### config.mk
export PLATFORM = sky130hd
export DESIGN_NAME = axil_mem_slave
export DESIGN_NICKNAME = d
export VERILOG_FILES = /design/src/design/otter_mem_pkg.sv /design/src/design/axil_mem_slave.sv
export SDC_FILE = /design/constraint.sdc
export NUM_CORES = 1
export LEC_CHECK = 0
export BUFFER_PORTS_ARGS = -buffer_cell sky130_fd_sc_hd__buf_2
export CAP_MARGIN = 20
export CORE_MARGIN = 1.5
export CORE_UTILIZATION = 45
export DETAILED_ROUTE_END_ITERATION = 7
export GPL_ROUTABILITY_DRIVEN = 0
export PLACE_DENSITY_LB_ADDON = 0.05
export SLEW_MARGIN = 5
export SYNTH_ARGS = -nofsm -noshare
export SYNTH_HDL_FRONTEND = slang
export SYNTH_SLANG_ARGS = --single-unit
### constraint.sdc
create_clock -name A_clk -period 7.5 [get_ports A_clk]
set_clock_uncertainty 0.05 [all_clocks]
set_input_delay 0.75 -clock A_clk [delete_from_list [all_inputs] [get_ports A_clk]]
set_output_delay 0.75 -clock A_clk [all_outputs]
set_load 0.02 [all_outputs]
### src/design/otter_mem_pkg.sv
package otter_mem_pkg;

    //////////////////////////////////////////////////////////////////////
    // Memory geometry
    //////////////////////////////////////////////////////////////////////

    // Total capacity of the shared SRAM
    localparam int MEM_SIZE_BYTES = 32768;

    // Byte address bits that index the SRAM
    localparam int MEM_ADDR_WIDTH = $clog2(MEM_SIZE_BYTES);

    // Word count, four bytes per word
    localparam int MEM_NUM_WORDS = MEM_SIZE_BYTES / 4;

    // Data path width on both ports
    localparam int DATA_WIDTH = 32;

    // Full AXI address width, upper bits select the window
    localparam int AXI_ADDR_WIDTH = 32;

    //////////////////////////////////////////////////////////////////////
    // AXI4-Lite types
    //////////////////////////////////////////////////////////////////////

    // Response codes, EXOKAY and DECERR never produced here
    typedef enum logic [1:0] {
        resp_okay   = 2'b00,
        resp_slverr = 2'b10
    } axi_resp_e;

    // Slave FSM, one transaction in flight at a time
    typedef enum logic [2:0] {
        st_idle,
        st_read,
        st_write,
        st_rresp,
        st_bresp
    } axil_state_e;

endpackage

### src/design/axil_mem_slave.sv
`timescale 1ns/10ps

module axil_mem_slave (
    input  logic                                    A_clk,
    input  logic                                    rst_n,

    // AXI4-Lite write address
    input  logic [otter_mem_pkg::AXI_ADDR_WIDTH-1:0] awaddr,
    input  logic                                    awvalid,
    output logic                                    awready,

    // AXI4-Lite write data
    input  logic [otter_mem_pkg::DATA_WIDTH-1:0]     wdata,
    input  logic [otter_mem_pkg::DATA_WIDTH/8-1:0]   wstrb,
    input  logic                                    wvalid,
    output logic                                    wready,

    // AXI4-Lite write response
    output otter_mem_pkg::axi_resp_e                bresp,
    output logic                                    bvalid,
    input  logic                                    bready,

    // AXI4-Lite read address
    input  logic [otter_mem_pkg::AXI_ADDR_WIDTH-1:0] araddr,
    input  logic                                    arvalid,
    output logic                                    arready,

    // AXI4-Lite read data
    output logic [otter_mem_pkg::DATA_WIDTH-1:0]     rdata,
    output otter_mem_pkg::axi_resp_e                rresp,
    output logic                                    rvalid,
    input  logic                                    rready,

    // SRAM port B
    input  logic [otter_mem_pkg::DATA_WIDTH-1:0]     b_rdata,
    input  logic                                    b_ready,
    output logic                                    b_read,
    output logic                                    b_write,
    output logic [otter_mem_pkg::DATA_WIDTH/8-1:0]   b_byte_en,
    output logic [otter_mem_pkg::MEM_ADDR_WIDTH-1:0] b_addr,
    output logic [otter_mem_pkg::DATA_WIDTH-1:0]     b_wdata
);

    otter_mem_pkg::axil_state_e state;

    // Latched result of the window decode
    logic addr_err;

    // Transaction start conditions
    logic ar_take;
    logic aw_take;
    logic ar_in_win;
    logic aw_in_win;

    // Read first, write needs both address and data present
    assign ar_take = (state == otter_mem_pkg::st_idle) & arvalid;
    assign aw_take = (state == otter_mem_pkg::st_idle) & ~arvalid & awvalid & wvalid;

    // Window is the low MEM_ADDR_WIDTH bits, upper bits must be zero
    assign ar_in_win =
        (araddr[otter_mem_pkg::AXI_ADDR_WIDTH-1:otter_mem_pkg::MEM_ADDR_WIDTH] == '0);
    assign aw_in_win =
        (awaddr[otter_mem_pkg::AXI_ADDR_WIDTH-1:otter_mem_pkg::MEM_ADDR_WIDTH] == '0);

    //////////////////////////////////////////////////////////////////////
    // Control FSM
    //////////////////////////////////////////////////////////////////////

    always_ff @(posedge A_clk or negedge rst_n) begin
        if (!rst_n) begin
            state    <= otter_mem_pkg::st_idle;
            arready  <= 1'b0;
            awready  <= 1'b0;
            wready   <= 1'b0;
            rvalid   <= 1'b0;
            bvalid   <= 1'b0;
            rresp    <= otter_mem_pkg::resp_okay;
            bresp    <= otter_mem_pkg::resp_okay;
            b_read   <= 1'b0;
            b_write  <= 1'b0;
            addr_err <= 1'b0;
        end else begin
            // Address ready flags only pulse
            arready <= 1'b0;
            awready <= 1'b0;
            wready  <= 1'b0;

            case (state)
                otter_mem_pkg::st_idle: begin
                    if (ar_take) begin
                        // Handshake lands next cycle, memory read starts with it
                        arready  <= 1'b1;
                        b_read   <= ar_in_win;
                        addr_err <= ~ar_in_win;
                        state    <= otter_mem_pkg::st_read;
                    end else if (aw_take) begin
                        // AW and W accepted together
                        awready  <= 1'b1;
                        wready   <= 1'b1;
                        b_write  <= aw_in_win;
                        addr_err <= ~aw_in_win;
                        state    <= otter_mem_pkg::st_write;
                    end
                end

                otter_mem_pkg::st_read: begin
                    if (addr_err) begin
                        // Out of window, answer without touching memory
                        rvalid <= 1'b1;
                        rresp  <= otter_mem_pkg::resp_slverr;
                        state  <= otter_mem_pkg::st_rresp;
                    end else if (b_ready) begin
                        b_read <= 1'b0;
                        rvalid <= 1'b1;
                        rresp  <= otter_mem_pkg::resp_okay;
                        state  <= otter_mem_pkg::st_rresp;
                    end
                end

                otter_mem_pkg::st_write: begin
                    if (addr_err) begin
                        bvalid <= 1'b1;
                        bresp  <= otter_mem_pkg::resp_slverr;
                        state  <= otter_mem_pkg::st_bresp;
                    end else if (b_ready) begin
                        // Data already in memory at this point
                        b_write <= 1'b0;
                        bvalid  <= 1'b1;
                        bresp   <= otter_mem_pkg::resp_okay;
                        state   <= otter_mem_pkg::st_bresp;
                    end
                end

                // Hold response until master takes it
                otter_mem_pkg::st_rresp: begin
                    if (rready) begin
                        rvalid <= 1'b0;
                        state  <= otter_mem_pkg::st_idle;
                    end
                end

                otter_mem_pkg::st_bresp: begin
                    if (bready) begin
                        bvalid <= 1'b0;
                        state  <= otter_mem_pkg::st_idle;
                    end
                end

                default: state <= otter_mem_pkg::st_idle;
            endcase
        end
    end

    //////////////////////////////////////////////////////////////////////
    // Address, data and read return
    //////////////////////////////////////////////////////////////////////

    always_ff @(posedge A_clk) begin
        // AXI keeps these stable until the handshake, so early capture is safe
        if (ar_take) begin
            b_addr <= araddr[otter_mem_pkg::MEM_ADDR_WIDTH-1:0];
        end else if (aw_take) begin
            b_addr    <= awaddr[otter_mem_pkg::MEM_ADDR_WIDTH-1:0];
            b_wdata   <= wdata;
            b_byte_en <= wstrb;
        end

        // Error reads return zero
        if (state == otter_mem_pkg::st_read) begin
            if (addr_err) begin
                rdata <= '0;
            end else if (b_ready) begin
                rdata <= b_rdata;
            end
        end
    end

endmodule

## Word level (Yosys, flattened, before mapping)

Cells that the tools add are included.
W data, S select, Z words.

- Register bits: 97
- Input bits: 140
- Output and inout port bits: 94
- Logic and storage cells: 90

- Equal/unequal tests: 16
- Muxes and demuxes: 34
- Bitwise logic cells: 8
- Reductions and logical operators: 18

Operator list:

| kind | count |
|---|---|
| $logic_not A17 Y1 | 2 |
| $mux W32 | 1 |
| $mux W15 | 2 |
| $mux W3 | 8 |
| $ne A2 B2 Y1 const B | 9 |
| $mux W1 | 16 |
| $pmux W3 S5 | 1 |
| $reduce_bool A2 Y1 | 6 |
| $reduce_and A5 Y1 | 2 |
| $ne A3 B3 Y1 const B | 3 |
| $pmux W1 S2 | 4 |
| $reduce_and A2 Y1 | 4 |
| $eq A3 B2 Y1 const B | 2 |
| $reduce_and A3 Y1 | 2 |
| $and A1 B1 Y1 | 4 |
| $mux W2 | 2 |
| $not A1 Y1 | 4 |
| $reduce_and A4 Y1 | 1 |
| $eq A3 B1 Y1 const B | 1 |
| $eq A3 B3 Y1 const B | 1 |
| $logic_not A3 Y1 | 1 |

## Logic depth before layout (Yosys ltp)

- Depth after elaboration: 7
- Gate-level depth with buffers: 7
- Depth with buffers taken out: 5

## Worst setup path before layout

No wires, ideal clock.

- Kind: input -> register
- Start: input b_ready
- End: register rdata[0] in the netlist's numbering, enable pin
- Library setup time: 0.421 ns
- Data arrival time: 2.186 ns
- Data required time: 7.029 ns
- Path slack: 4.843 ns
- Stages: 2
- Path buffers: 0
- Cell sequence: nor2_1 nor2_1

- Cells in the longest elaborated chain, start to end: 2

RTL lines:

| what | RTL line | source |
|---|---|---|
| start, declared | axil_mem_slave.sv:36 | `input logic b_ready,` |
| $reduce_bool A2 Y1 (no line) | n/a |  |
| $reduce_and A2 Y1 (no line) | n/a |  |
| end signal, assigned | axil_mem_slave.sv:173 | `rdata <= b_rdata;` |
| end, declared | axil_mem_slave.sv:29 | `output logic [otter_mem_pkg::DATA_WIDTH-1:0] rdata,` |

No other way between the ends.
A chain may end at the register's enable or synchronous reset.

## Final worst setup path

- Start: register addr_err
- End: register rdata[29] in the netlist's numbering, enable pin

- Cells in the longest elaborated chain, start to end: 2

RTL lines:

| what | RTL line | source |
|---|---|---|
| start, declared | axil_mem_slave.sv:47 | `logic addr_err;` |
| start signal, assigned | axil_mem_slave.sv:94 | `addr_err <= ~ar_in_win;` |
| start signal, assigned | axil_mem_slave.sv:101 | `addr_err <= ~aw_in_win;` |
| $reduce_bool A2 Y1 (no line) | n/a |  |
| $reduce_and A2 Y1 (no line) | n/a |  |

No other way between the ends.

==> results.md <==
- Initial antenna violation count: 0
- Yosys warns: 0
- Max Root-Sink Buffers: 2
- EDFF count, synth: 83
- WL per Instance: about 14 µm
- TritonCTS Sinks: 95
- Min-Delay Path Class: in -> async
- Vias/cell: 4.57
- Root Buffer: clkbuf_8
- Largest net degree at the start of global routing: 39
- Initial core utilization: between 40 and 50%
- Cell Area, Placed: between 0.004 and 0.005 mm²
- Kind of critical path: reg -> reg
- Global-route wire length before repair: approximately 12000 µm
- Endpoints failing hold: 0
- Worst-path fanout max: 32
- Core footprint: just under 0.008 mm²
- Fin Setup TNS: 0 ns
- Fraction of registers with async set/reset: ~13%
- Reg2reg setup slack: 5.45 ns
- Cell taking the most area after synthesis: edfxtp_1
- I/O Pins: about 230
- Sequential fraction of the synthesis area: between 70% and 80%
- #FFs+latches synth: between 90 and 100
- Pins over their slew limit: 0
- Crit path launch type: flip-flop
- IO Port Bufs: about 230
- Critical Path AT: 1.98 ns
- Met2 usage: between 30% and 40%
- # rows: 32
- Ant. Diodes: 0
- Drt initial violations: just under 90
- GRT overflow: 0
- Area Overhead vs Synth: 40.6%
- RSZ-0062 raised after global routing: false
- Htree depth: 3
- Status: finished, final reports clean
- Clk_lat worst skew: roughly 0.35 ns
- TritonRoute pass-1 iters: 4
- GRT Resource Usage Total: 18.8%
- Met1 Usage GRT: 21.1%
- Clock buffer count from CTS: 9
- Synth area leaders: edfxtp_1, dfrtp_1, nor2b_1
- Post-Route WL: just over 8000 µm
- Nets: 619
- Final setup fails: 0
- Cell count of the worst reg-to-reg path: 3
- Vias in the first global route: 2449
- Vias: between 2000 and 3000
- Sequential Area: approximately 0.0028 mm²
- Lkg Pwr: ~2.3 nW
- Crit end category: flip-flop
- Post-CTS Setup Repair Bufs: 0
- Yosys cell types: 39
- Max cap viols: 0
- CP Capture Point: rdata[29]
- Pwr/cell area: approximately 320 mW/mm²
- Final ANT Viol Nets: 0
- Area share of the leading cell type in the synthesized netlist: between 60% and 70%
- Worst R2R End: rdata[29]
- GR Layer Usage met3: under 10%
- Synthesized area per cell: around 15 µm²
- Layout cell share with drive strength beyond 1: 52.9%
- CTS resizes: 0
- Top_reg_cell synth: edfxtp_1
- Slew HR: between 40 and 50%
- TritonCTS clock tree: yes
- Peak Freq: 0.488 GHz
- Worst VDD drop: 0.132 mV
- Most frequent cell after synthesis: edfxtp_1
- DP HPWL: 6330 µm
- Die area: ~0.0086 mm²
- RR Startpoint: addr_err
- Tcrit/Tclk final: 27.3%
- Hold_buf cts: 0
- Fillers: about 630
- Die Y: 92.7 µm
- Area of the multi-input gates: about 750 µm²
- Design area: a little over 0.005 mm²
- Residual DRC count: 0
- Die X-Extent: roughly 93 µm
- Global route hottest layer: met2
- Clk slew on worst S/H paths: about 0.10 ns
- Crit. Startpoint: addr_err
- Cell count after synthesis: ~250
- Mapped Area: between 0.003 and 0.004 mm²
- Worst slew pin tran: 0.845 ns
- Req. time, crit path: 7.43 ns
- Post-layout min period: 2.05 ns
- Top post-synthesis cells by count: edfxtp_1, nand2_1, nor2b_1
-- flip-flops by register name, summed over array words and instances, names as in the netlist, 3 cells and up --
register / count
b_addr: 15
b_byte_en: 4
b_wdata: 32
rdata: 32
state: 3
-- through the flow --
stage               total power, W  instances  utilization [%]  hold slack (ns)  setup WS (ns)
global route               0.00171        586             65.5            0.212           5.31
detailed placement         0.00127        569             62.4            0.427           4.95
CTS                        0.00162        585             65.1            0.203           4.92
floorplan                  0.00111        248                -            0.404           4.84
global placement           0.00126        569             62.4            0.431           4.96
finish                     0.00162        586             65.5            0.204           5.45
-- kinds of logic after synthesis --
| kind of cell | Yosys count | share of synthesized area (%) |
|---|---|---|
| AND/OR/NAND/NOR | 118 | 17.0 |
| flip-flops | 95 | 77.2 |
| AO/OA/AOI/OAI | 16 | 2.87 |
| buffers and inverters | 15 | 2.28 |
| multiplexers | 2 | 0.588 |
| other | 1 | 0.104 |
-- area by class of cell --
class                           count  share of cell area [%]
Sequential cell                    95                    54.9
Timing Repair Buffer              233                    23.4
Multi-Input combinational cell    138                    14.8
Tap cell                          102                    2.51
Clock buffer                        9                    2.43
Clock inverter                      7                    1.75
Inverter                            2                   0.172
-- critical path: stages, from the launching register on --
cell	delay (ns)
dfrtp_1	0.60
buf_16	0.22
nor2_1	0.11
nor2_4	0.68
-- worst min path at each step --
stage,to,slack [ns],cells past startpoint
floorplan,addr_err,0.40,0
global placement,bresp[1],0.43,1
detailed placement,bresp[1],0.43,1
CTS,b_read,0.20,1
global route,state[0],0.21,1
finish,state[0],0.20,1
-- power by group --
group	internal (W)	leakage, nW	switching [W]
sequential	0.000728	0.913	0.0000668
clock	0.000163	0.106	0.000188
combinational	0.000167	1.28	0.000308
-- per-layer routing --
layer / vias to the layer above / routed length [µm]
li1: 1331 / -
met1: 1183 / 3000
met2: 146 / 4340
met3: 16 / 692
met4: 0 / 212
met5: - / 0
-- layout by cell type, fill, tap and decap left out, types with 2 or more instances in the layout --
cell / count
edfxtp_1: 83
nor4_1: 6
inv_8: 3
dfrtp_1: 12
nand2_1: 53
o21ai_0: 4
buf_2: 231
conb_1: 2
nor3_1: 2
and2_1: 2
nor2_1: 7
or3_1: 3
a21oi_1: 4
clkbuf_8: 9
nor2b_1: 33
Power figures use the tool's default switching activity.
