**src/design/otter_mem_pkg.sv**
```systemverilog
package otter_mem_pkg;

    //////////////////////////////////////////////////////////////////////
    // Memory geometry
    //////////////////////////////////////////////////////////////////////

    // Total capacity of the shared SRAM
    localparam int MEM_SIZE_BYTES = 32768;

    // Byte address bits that index the SRAM
    localparam int MEM_ADDR_WIDTH = $clog2(MEM_SIZE_BYTES);

    // Word count, four bytes per word
    localparam int MEM_NUM_WORDS = MEM_SIZE_BYTES / 4;

    // Data path width on both ports
    localparam int DATA_WIDTH = 32;

    // Full AXI address width, upper bits select the window
    localparam int AXI_ADDR_WIDTH = 32;

    //////////////////////////////////////////////////////////////////////
    // AXI4-Lite types
    //////////////////////////////////////////////////////////////////////

    // Response codes, EXOKAY and DECERR never produced here
    typedef enum logic [1:0] {
        resp_okay   = 2'b00,
        resp_slverr = 2'b10
    } axi_resp_e;

    // Slave FSM, one transaction in flight at a time
    typedef enum logic [2:0] {
        st_idle,
        st_read,
        st_write,
        st_rresp,
        st_bresp
    } axil_state_e;

endpackage

```
**src/design/ifetch_port.sv**
```systemverilog
`timescale 1ns/10ps

module ifetch_port (
    input  logic                                    A_clk,
    input  logic                                    rst_n,

    // Fetch stage side
    input  logic                                    fetch_req,
    input  logic [otter_mem_pkg::DATA_WIDTH-1:0]     fetch_addr,
    output logic [otter_mem_pkg::DATA_WIDTH-1:0]     fetch_instr,
    output logic                                    fetch_valid,
    output logic                                    fetch_fault,

    // SRAM port A
    input  logic [otter_mem_pkg::DATA_WIDTH-1:0]     a_rdata,
    input  logic                                    a_ready,
    output logic                                    a_read,
    output logic [otter_mem_pkg::MEM_ADDR_WIDTH-1:0] a_addr
);

    // Memory read outstanding
    logic busy;

    // New request to act on this cycle
    logic take;
    logic aligned;

    // Held request is not seen again while busy or just faulted
    assign take    = fetch_req & ~busy & ~fetch_fault;
    assign aligned = (fetch_addr[1:0] == 2'b00);

    // Request drops in the cycle its ready arrives
    assign a_read = busy & ~a_ready;

    // Memory answer goes straight back to the core
    assign fetch_valid = a_ready;
    assign fetch_instr = a_rdata;

    //////////////////////////////////////////////////////////////////////
    // Request tracking
    //////////////////////////////////////////////////////////////////////

    always_ff @(posedge A_clk or negedge rst_n) begin
        if (!rst_n) begin
            busy        <= 1'b0;
            fetch_fault <= 1'b0;
        end else begin
            // Fault is a single pulse
            fetch_fault <= take & ~aligned;
            if (take && aligned) begin
                busy <= 1'b1;
            end else if (a_ready) begin
                busy <= 1'b0;
            end
        end
    end

    // Upper address bits dropped, fetches wrap into the window
    always_ff @(posedge A_clk) begin
        if (take && aligned) begin
            a_addr <= fetch_addr[otter_mem_pkg::MEM_ADDR_WIDTH-1:0];
        end
    end

endmodule

```
**config.mk**
```make
export PLATFORM = sky130hd
export DESIGN_NAME = ifetch_port
export DESIGN_NICKNAME = d
export VERILOG_FILES = /design/src/design/otter_mem_pkg.sv /design/src/design/ifetch_port.sv
export SDC_FILE = /design/constraint.sdc
export NUM_CORES = 1
export LEC_CHECK = 0
export BUFFER_PORTS_ARGS = -buffer_cell sky130_fd_sc_hd__buf_2
export CAP_MARGIN = 20
export CORE_MARGIN = 5
export CORE_UTILIZATION = 29
export DETAILED_ROUTE_END_ITERATION = 10
export PLACE_DENSITY = 0.79
export SYNTH_ARGS = -nofsm -noshare
export SYNTH_HDL_FRONTEND = slang
export SYNTH_SLANG_ARGS = --single-unit
export TNS_END_PERCENT = 5
```
**constraint.sdc**
```tcl
create_clock -name A_clk -period 2.9 [get_ports A_clk]
set_clock_uncertainty 0.05 [all_clocks]
set_input_delay 0.58 -clock A_clk [delete_from_list [all_inputs] [get_ports A_clk]]
set_output_delay 0.58 -clock A_clk [all_outputs]
set_load 0.05 [all_outputs]
```
==> After elaboration in Yosys (flattened, before gate mapping) <==
Cells that the tools add are included.
{ "op_classes": {"muxes": 2, "bitwise": 8, "n_reduce_logical": 3} }
{ "op_table": {"columns": ["operator", "n"], "rows": [
  ["$and 1x1->1", 4],
  ["$not 1->1", 4],
  ["$logic_not 2->1", 1],
  ["$mux 1", 2],
  ["$reduce_bool 2->1", 1],
  ["$logic_and 1x1->1", 1]
]} }
{ "word_totals": {"reg_bits": 17, "input_bits": 68, "word_cells": 16} }

==> Depth between registers and ports, before layout <==
Gate-level depths: netlist of the first run.
{ "depth": {"depth_word": 5, "mapped_depth": 2} }

==> Worst setup path before layout of the first run <==
No wires, ideal clock.
{ "synth_timing": {"path_type": "reg2reg", "start": "reg fetch_fault", "end": "reg a_addr[0] (netlist name), enable pin", "setup_ps": 406, "t_arrival_ps": 2088, "t_required_ps": 2444, "path_slack_ps": 356, "stages_incl_launch_ff": 3, "synth_period_minus_slack_ps": 2544, "path_cell_list": "dfrtp_1 > or3b_1 > nor3_1"} }
{ "synth_via": {"elab_chain_len": 3} }
{ "synth_lines": {"columns": ["item", "line_no", "rtl"], "rows": [
  ["start, declared", "ifetch_port.sv:12", "output logic fetch_fault,"],
  ["start signal, assigned", "ifetch_port.sv:49", "fetch_fault <= take & ~aligned;"],
  ["$not 1->1", "ifetch_port.sv:29", "assign take = fetch_req & ~busy & ~fetch_fault;"],
  ["$and 1x1->1", "ifetch_port.sv:29", null],
  ["$logic_and 1x1->1", "ifetch_port.sv:60", "if (take && aligned) begin"],
  ["end signal, assigned", "ifetch_port.sv:61", "a_addr <= fetch_addr[otter_mem_pkg::MEM_ADDR_WIDTH-1:0];"],
  ["end, declared", "ifetch_port.sv:18", "output logic [otter_mem_pkg::MEM_ADDR_WIDTH-1:0] a_addr"]
]} }
No other way between the ends.
A chain may end at the register's enable or synchronous reset.

==> Worst setup path after layout of the first run <==
{ "layout_timing": {"start": "reg busy", "end": "out a_read"} }
{ "layout_via": {"elab_chain_len": 1} }
{ "layout_lines": {"columns": ["item", "line_no", "rtl"], "rows": [
  ["start, declared", "ifetch_port.sv:22", "logic busy;"],
  ["start signal, assigned", "ifetch_port.sv:45", "busy <= 1'b0;"],
  ["start signal, assigned", "ifetch_port.sv:51", "busy <= 1'b1;"],
  ["start signal, assigned", "ifetch_port.sv:53", "busy <= 1'b0;"],
  ["$and 1x1->1", "ifetch_port.sv:33", "assign a_read = busy & ~a_ready;"],
  ["end, declared", "ifetch_port.sv:17", "output logic a_read,"]
]} }
No other way between the ends.

==> results.yml, run 1 <==
run_status:
  status: "complete, no violations"
yosys:
  synth_top_family_by_area: "buffers and inverters"
  ys_ff_latch: 17
  synth.distinct_cells: 8
  ys_seq_area_frac: 0.6309
  yosys.area_share.simple: 0.03155
  synthCells: 57
  netlist_area_um2: 793.3
  syn_nets: 125
  synth_xor_xnor_area_share: 0
  synth-compound-area-share: 0.02050
  synth_adder_area_share: 0
  yosys_warnings: 0
  syn_area_per_cell_um2: 13.92
  synthMuxAreaShare: 0
sta:
  hold_viol_final: 0
  layout_setup_ws_ns: 1.224
  slew_viol_final: 0
  whs_ns: 0.02606
  period_share: 0.5778
  rsz0062_at_grt: "false"
  tns_ns: 0
  tightest_slew_ns: 0.2563
  fmax_mhz: 596.8
  period_needed_ns: 1.676
  slew_headroom: 0.8303
  setup_violations: 0
finish:
  layout-drive-gt1-share: 0.6462
  areaGrowthSynthToFinish_pct: 1.262
  antenna_cells: 0
  num-nets-final: 134
setup_path:
  end_kind: "output pin"
  critPathMaxFanout: 2
  crit_type: "reg2out"
  cp.required_ns: 2.27
  rr_endpoint: "a_addr[8]$_DFFE_PP_"
  rr_worst_depth: 3
  reg2reg_from: "busy$_DFFE_PN0P_"
  cp-start-kind: "flop"
  rrSetupSlack_ns: 1.36
  arrival_ns: 1.05
floorplanning:
  initial_utilization: 0.2953
  coreArea_mm2: 0.002686
  dieArea_mm2: 0.003881
  rows: 19
  dieHeight_um: 62.30
  io_pins: 118
  die_x_um: 62.30
clock_network:
  cts_buffer_depth: 2
  clock_latency_ns: 0.28
  cts_made_buffers: 3
  root_buffer: "clkbuf_4"
  postCtsHoldBufs: 0
  clk_pin_slew_worst_paths_ns: 0.08
  cts_resized: 0
  cts_tree: "built"
  cts.htree.levels: 1
  post_cts_buffers: 0
  clock-sinks: 17
routing:
  vias_per_cell: 4.229
  drc: 0
  routed-via-count: 406
  dr.pass1.iters: 2
  wl_mm: 1.603
  drt_iter0_markers: 1
  post_drt_wl_per_cell_um: 16.70
  ant_nets: 0
grt:
  grt_busiest_layer: "met2"
  grt_usage: 0.08346
  grt_pass1_vias: 441
  grt_pass1_wl_mm: 2.484
  met1_usage: 0.05543
  grt_max_degree: 16
  grt_antenna_before_repair: 0
  use_met2: 0.1231
  met3_usage: 0.08108
  gr-total-overflow: 0
placement:
  hpwl_mm: 1.391
  gp_congestion: 0.7144
  dpl_worst_slack_ns: 1.096
  io_buffers: 36
run:
  cap_violations: 0
power_and_ir_drop:
  ir_worst_vdd_mv: 0.2774
  p_leak_nw: 0.3444
  pwr_density_cell_mw_per_mm2: 570.2
min_path:
  hp-class: "in2async"
## area by class of cell
cell class / count / area (um2)
inverter: 1 / 3.754
clock buffer: 4 / 26.28
timing repair buffer: 37 / 187.7
tap: 31 / 38.79
multi-input combinational: 6 / 46.29
fill: 267 / 1883
sequential: 17 / 500.5
## worst max-delay path: stages (launching register included)
cell and delay, ns:
dfrtp_1 0.35, inv_1 0.06, nor2_1 0.09, buf_2 0.26
## flip-flops by register name, indices dropped and copies added, names as in the netlist
signal and flops:
a_addr 15, busy 1, fetch_fault 1
## Yosys cell counts (all sizes together)
cell,instances,area (um2)
buf,33,247.7
edfxtp,15,450.4
nor2,3,11.26
dfrtp,2,50.05
inv,1,3.750
nor3,1,5.000
o32ai,1,16.27
or3b,1,8.760
## per-layer routing
| metal | vias up | wire [um] |
|---|---|---|
| li1 | 173 | - |
| met4 | 0 | 113 |
| met5 | - | 0 |
| met3 | 22 | 404 |
| met2 | 47 | 704 |
| met1 | 164 | 381 |
## report_power, final
part           internal, W  switching, W
sequential        0.000276    0.00000242
clock            0.0000533     0.0000637
combinational    0.0000178     0.0000447
total             0.000347      0.000111
## how the worst max path moves through the flow
stage / from / to
after CTS: busy$_DFFE_PN0P_ / a_read
final: busy$_DFFE_PN0P_ / a_read
after detailed placement: fetch_req / a_addr[12]$_DFFE_PP_
after global routing: busy$_DFFE_PN0P_ / a_read
after floorplan: fetch_fault$_DFF_PN0_ / a_addr[0]$_DFFE_PP_
after global placement: fetch_req / a_addr[11]$_DFFE_PP_
## per-stage QoR
stage / power (W) / instance area [um2] / std cells / util
2_1_floorplan: 0.0004423 / 793.3 / 57 / -
3_3_place_gp: 0.0003455 / 777.0 / 92 / 0.2892
3_5_place_dp: 0.0003474 / 777.0 / 92 / 0.2892
4_1_cts: 0.0004635 / 803.3 / 96 / 0.2990
5_1_grt: 0.0004782 / 803.3 / 96 / 0.2990
6_report: 0.0004580 / 803.3 / 96 / 0.2990
## logic make-up (layout without fill, tap and decap cells)
family / Yosys count / in the layout
flops: 17 / 17
buf+inv: 34 / 42
compound gates: 1 / 1
simple gates: 5 / 5
## cell usage in the layout (no fill, tap or decap)
cell | synthesis | layout
edfxtp_1 | 15 | 15
dfrtp_1 | 2 | 2
o32ai_2 | 1 | 1
or3b_1 | 1 | 1
nor2_1 | 3 | 3
buf_4 | 33 | 1
buf_2 | 0 | 36
clkbuf_4 | 0 | 3
inv_1 | 1 | 1
clkbuf_1 | 0 | 1
nor3_2 | 0 | 1
No activity file was read; power rests on OpenSTA's default activity.
==> run 2, diff against run 1 <==
--- a/config.mk
+++ b/config.mk
@@ -5,12 +5,13 @@
 export SDC_FILE = /design/constraint.sdc
 export NUM_CORES = 1
 export LEC_CHECK = 0
+export ABC_AREA = 1
 export BUFFER_PORTS_ARGS = -buffer_cell sky130_fd_sc_hd__buf_2
 export CAP_MARGIN = 20
 export CORE_MARGIN = 5
-export CORE_UTILIZATION = 29
+export CORE_UTILIZATION = 26
 export DETAILED_ROUTE_END_ITERATION = 10
-export PLACE_DENSITY = 0.79
+export PLACE_DENSITY = 0.75
 export SYNTH_ARGS = -nofsm -noshare
 export SYNTH_HDL_FRONTEND = slang
 export SYNTH_SLANG_ARGS = --single-unit
==> constraint.sdc (replaced) <==
create_clock -name A_clk -period 1.35 [get_ports A_clk]
set_clock_uncertainty 0.05 [all_clocks]
set_input_delay 0.27 -clock A_clk [delete_from_list [all_inputs] [get_ports A_clk]]
set_output_delay 0.27 -clock A_clk [all_outputs]
set_load 0.05 [all_outputs]
==> run 2 against run 1 <==
Via count grew 5.9%; final cell count up 8.3%; sequential power rose by 120%; non-clock buffer count up 2; sequential share of layout area is 3.8 points lower; first-iteration DRC count rose to 6.0 times the previous value.
==> results.yml, run 2 <==
run_status:
  status: "complete, no violations"
grt:
  grt_pass1_wl_mm: 2.490
  grt_usage: 0.07909
  grt_max_degree: 16
  grt_pass1_vias: 506
  grt_antenna_before_repair: 0
  gr-total-overflow: 0
clock_network:
  clock_latency_ns: 0.28
  cts.htree.levels: 1
  root_buffer: "clkbuf_4"
  clk_pin_slew_worst_paths_ns: 0.10
  clock-sinks: 17
  cts_made_buffers: 3
  cts_tree: "built"
  cts_buffer_depth: 2
sta:
  tns_ns: 0
  setup_violations: 0
  tightest_slew_ns: 0.2650
  rsz0062_at_grt: "false"
  hold_viol_final: 0
  fmax_mhz: 780.3
  layout_setup_ws_ns: 0.06850
  period_share: 0.9493
  period_needed_ns: 1.282
  slew_headroom: 0.8246
  slew_viol_final: 0
yosys:
  async_flop_share: 0.1176
  ys.flop_type: "edfxtp_1"
  yosysTopAreaCellShare: 0.5643
  syn_area_per_cell_um2: 13.09
  synth_area_leaders: "edfxtp_1, buf_4, dfrtp_1, nor2_2, inv_1"
  synth_edf_count: 15
  synthCells: 61
  yosys.area.top_type: "edfxtp_1"
  synth.distinct_cells: 9
  ys_top_cells_by_count: "buf_4, edfxtp_1, inv_1, nor2_2"
  ys_ff_latch: 17
  synth.most_common_cell: "buf_4"
  syn_nets: 129
  ys_seq_area_frac: 0.6270
  yosys_warnings: 0
  netlist_area_um2: 798.3
setup_path:
  cp_slowest_cell: "dfrtp_1"
  arrival_ns: 0.96
  max_stage_delay_ns: 0.35
  path_cells: "inv_2 > nor2_4 > buf_6"
  critical-path-top-delay-family: "flip-flops"
  end_kind: "output pin"
  crit_buf_inv: 2
  cp-start-kind: "flop"
  cp.required_ns: 1.03
  crit_type: "reg2out"
  critPathMaxFanout: 3
placement:
  io_buffers: 36
  placed_cell_area_um2: 782.0
  dpl_worst_slack_ns: 0.02917
  hpwl_mm: 1.337
  place_inst: 97
  gp_congestion: 0.6473
finish:
  final_cell_mix: "buf_2, edfxtp_1, clkbuf_4"
  final_area_um2: 857.1
  layout.cells.non_filler: 104
  largestRegisters: "a_addr (15), busy (1), fetch_fault (1)"
  top_register: "a_addr"
  areaGrowthSynthToFinish_pct: 7.367
  fillers: 321
  largest_reg_flops: 15
  antenna_cells: 0
  num-nets-final: 140
  layout-drive-gt1-share: 0.6761
  final_common_cell: "buf_2"
routing:
  ant_nets: 0
  post_drt_wl_per_cell_um: 16.58
  vias_per_cell: 4.135
  wl_mm: 1.724
  routed-via-count: 430
  drt_iter0_markers: 6
  dr.pass1.iters: 3
  drc: 0
run:
  cap_violations: 0
floorplanning:
  coreArea_mm2: 0.003003
  io_pins: 118
  dieArea_mm2: 0.004278
  dieHeight_um: 65.41
  initial_utilization: 0.2658
  rows: 20
  die_x_um: 65.41
power_and_ir_drop:
  ir_worst_vdd_mv: 0.3216
  p_leak_nw: 0.3674
  pwr_density_cell_mw_per_mm2: 1182
min_path:
  hp-class: "in2reg"
==> run 2: final timing paths <==
check / to / cells past startpoint / slack, ns / startpoint
hold reg to reg: fetch_fault$_DFF_PN0_ / 3 / 0.48 / fetch_fault$_DFF_PN0_
min in group asynchronous: fetch_fault$_DFF_PN0_ / 2 / 0.25 / rst_n
setup reg to reg: a_addr[4]$_DFFE_PP_ / 4 / 0.10 / fetch_fault$_DFF_PN0_
max in group asynchronous: fetch_fault$_DFF_PN0_ / 2 / 0.89 / rst_n
hold / removal: a_addr[5]$_DFFE_PP_ / 1 / 0.10 / fetch_addr[5]
setup / recovery: a_read / 3 / 0.07 / busy$_DFFE_PN0P_
==> run 2: through the flow <==
step / hold WS, ns / utilization / total power [W]
floorplan: -0.07559 / - / 0.0009536
global route: 0.08689 / 0.2854 / 0.001059
CTS: 0.09238 / 0.2733 / 0.001019
global placement: 0.004407 / 0.2604 / 0.0007422
detailed placement: 0.009533 / 0.2604 / 0.0007473
finish: 0.1044 / 0.2854 / 0.001013
==> run 2: cell type report <==
type | instances | area [um2] | share of cell area
Multi-Input combinational cell | 7 | 45.04 | 0.05255
Inverter | 4 | 18.77 | 0.02190
Timing Repair Buffer | 39 | 224.0 | 0.2613
Clock buffer | 4 | 26.28 | 0.03066
Tap cell | 33 | 41.29 | 0.04818
Sequential cell | 17 | 501.7 | 0.5854
==> run 2: logic make-up after synthesis <==
| group | synth area share |
|---|---|
| AND/OR/NAND/NOR | 0.04388 |
| flip-flops | 0.6270 |
| buffers and inverters | 0.3292 |
==> run 2: metal layers <==
layer  routed length (um)  up-vias  global-route usage  part of all wire
met5                    0        -                   0                 0
met4                  189        0             0.09845              0.11
met3                  232       32             0.03590              0.13
met2                  783       29              0.1188              0.45
met1                  519      187             0.07059              0.30
li1                     -      182                   -                 -
==> run 2: report_power, final <==
part	internal, W	total, W	switching [W]	leakage, nW
logic	0.0000464	0.000149	0.000102	0.191
clock network	0.000115	0.000266	0.000151	0.0150
registers	0.000593	0.000599	0.00000567	0.162
total	0.000755	0.00101	0.000259	0.367
==> run 2: timing repair <==
action,4_1_cts,5_1_grt
endpoints found under the hold margin,2,0
setup endpoints to repair,1,16
pin swaps,0,0
hold buffers,1,0
gates resized for setup,1,2
buffers inserted,0,2
==> run 3, diff against run 2 <==
--- a/config.mk
+++ b/config.mk
@@ -11,6 +11,7 @@
 export CORE_MARGIN = 5
 export CORE_UTILIZATION = 26
 export DETAILED_ROUTE_END_ITERATION = 10
+export GPL_TIMING_DRIVEN = 0
 export PLACE_DENSITY = 0.75
 export SYNTH_ARGS = -nofsm -noshare
 export SYNTH_HDL_FRONTEND = slang
==> run 3 against run 2 <==
First-iteration DRC count fell by 83%; clock-buffer cell count unchanged; combinational power grew to 3.0 times the previous value; hold slack better by 0.0042 ns; die area is the same; sequential power about the same; final cell count up 63%.
==> results.yml, run 3 (synthesized netlist as in run 2, its figures left out) <==
sta:
  tightest_slew_ns: 0.2684
  setup_violations: 0
  period_needed_ns: 1.278
  slew_viol_final: 0
  slew_headroom: 0.8223
  fmax_mhz: 782.2
  period_share: 0.9470
  tns_ns: 0
  whs_ns: 0.1085
  hold_viol_final: 0
  rsz0062_at_grt: "false"
routing:
  drc: 0
  post_drt_wl_per_cell_um: 12.00
  ant_nets: 0
  drt_iter0_markers: 1
  vias_per_cell: 3.728
  wl_mm: 2.028
  dr.pass1.iters: 3
  routed-via-count: 630
clock_network:
  clock-sinks: 17
  root_buffer: "clkbuf_4"
  cts.htree.levels: 1
  cts_tree: "built"
  cts_made_buffers: 3
  clock_latency_ns: 0.28
  clk_pin_slew_worst_paths_ns: 0.09
  cts_buffer_depth: 2
setup_path:
  crit_buf_inv: 2
  critPathMaxFanout: 3
  crit_type: "reg2out"
  cp.required_ns: 1.03
  end_kind: "output pin"
  max_stage_delay_ns: 0.35
  critical-path-top-delay-family: "flip-flops"
  path_cells: "inv_2 > nor2_2 > buf_6"
  cp-start-kind: "flop"
  arrival_ns: 0.96
  cp_slowest_cell: "dfrtp_1"
floorplanning:
  coreArea_mm2: 0.003003
  rows: 20
  io_pins: 118
  dieArea_mm2: 0.004278
  dieHeight_um: 65.41
  die_x_um: 65.41
  initial_utilization: 0.2658
finish:
  areaGrowthSynthToFinish_pct: 57.84
  final_cell_mix: "buf_2, buf_4, edfxtp_1"
  layout-drive-gt1-share: 0.8309
  top_register: "a_addr"
  final_common_cell: "buf_2"
  seqCellArea_um2: 501.7
  antenna_cells: 0
  fillers: 301
  multiInputGateArea_um2: 40.04
  largestRegisters: "a_addr (15), busy (1), fetch_fault (1)"
  largest_reg_flops: 15
  num-nets-final: 205
grt:
  met3_usage: 0.06325
  grt_max_degree: 16
  grt_usage: 0.08517
  grt_pass1_vias: 632
  gr-total-overflow: 0
  grt_busiest_layer: "met2"
  use_met2: 0.1479
  grt_antenna_before_repair: 0
  grt_pass1_wl_mm: 2.732
  met1_usage: 0.07471
power_and_ir_drop:
  pwr_density_cell_mw_per_mm2: 1034
  p_leak_nw: 0.6514
  ir_worst_vdd_mv: 0.4274
placement:
  hpwl_mm: 1.829
  io_buffers: 68
  gp_congestion: 0.7260
run_status:
  status: "complete, no violations"
min_path:
  hp-class: "in2reg"
run:
  cap_violations: 0
-- run 3: worst paths after layout --
| kind | from | endpoint | slack [ns] | cells after the start |
|---|---|---|---|---|
| setup reg to reg | fetch_fault$_DFF_PN0_ | a_addr[4]$_DFFE_PP_ | 0.13 | 4 |
| min in group asynchronous | rst_n | fetch_fault$_DFF_PN0_ | 0.24 | 2 |
| max in group asynchronous | rst_n | fetch_fault$_DFF_PN0_ | 0.91 | 2 |
| hold / removal | fetch_addr[7] | a_addr[7]$_DFFE_PP_ | 0.11 | 1 |
| hold reg to reg | busy$_DFFE_PN0P_ | fetch_fault$_DFF_PN0_ | 0.46 | 3 |
| setup / recovery | busy$_DFFE_PN0P_ | a_read | 0.07 | 3 |
-- run 3: area by class of cell --
cell class,instances,share of cell area
flip-flops and latches,17,0.3982
repair buffers,71,0.3049
plain buffers,33,0.1966
well taps,33,0.03277
multi-input cells,7,0.03178
clock buffers,4,0.02085
inverters,4,0.01490
-- run 3: stage by stage --
stage	util	total power [W]	std cells	cell area, um2	setup WS (ns)
final	0.4196	0.001303	169	1260	0.07155
after global routing	0.4196	0.001362	169	1260	0.002403
after CTS	0.4092	0.001315	167	1229	0.03390
after detailed placement	0.3963	0.001046	162	1190	0.04373
after global placement	0.3963	0.001043	162	1190	0.06775
after floorplan	-	0.0009536	61	808.3	0.01576
-- run 3: timing repair --
item | in CTS | in global routing
resized for setup | 1 | 1
hold buffers | 1 | 0
endpoints found under the setup margin | 1 | 16
setup buffers | 0 | 2
hold endpoints to repair | 2 | 0
pin swaps | 0 | 0
-- run 3: power by group --
part           total [W]  leakage (nW)  internal, W  switching [W]
registers       0.000598         0.162     0.000593     0.00000471
logic           0.000443         0.475     0.000138       0.000305
clock network   0.000262        0.0150     0.000115       0.000148
-- run 3: metal layers --
layer	vias up	routed length, um
met5	-	0
met4	0	0
met3	0	346
met2	57	1073
met1	260	608
li1	313	-
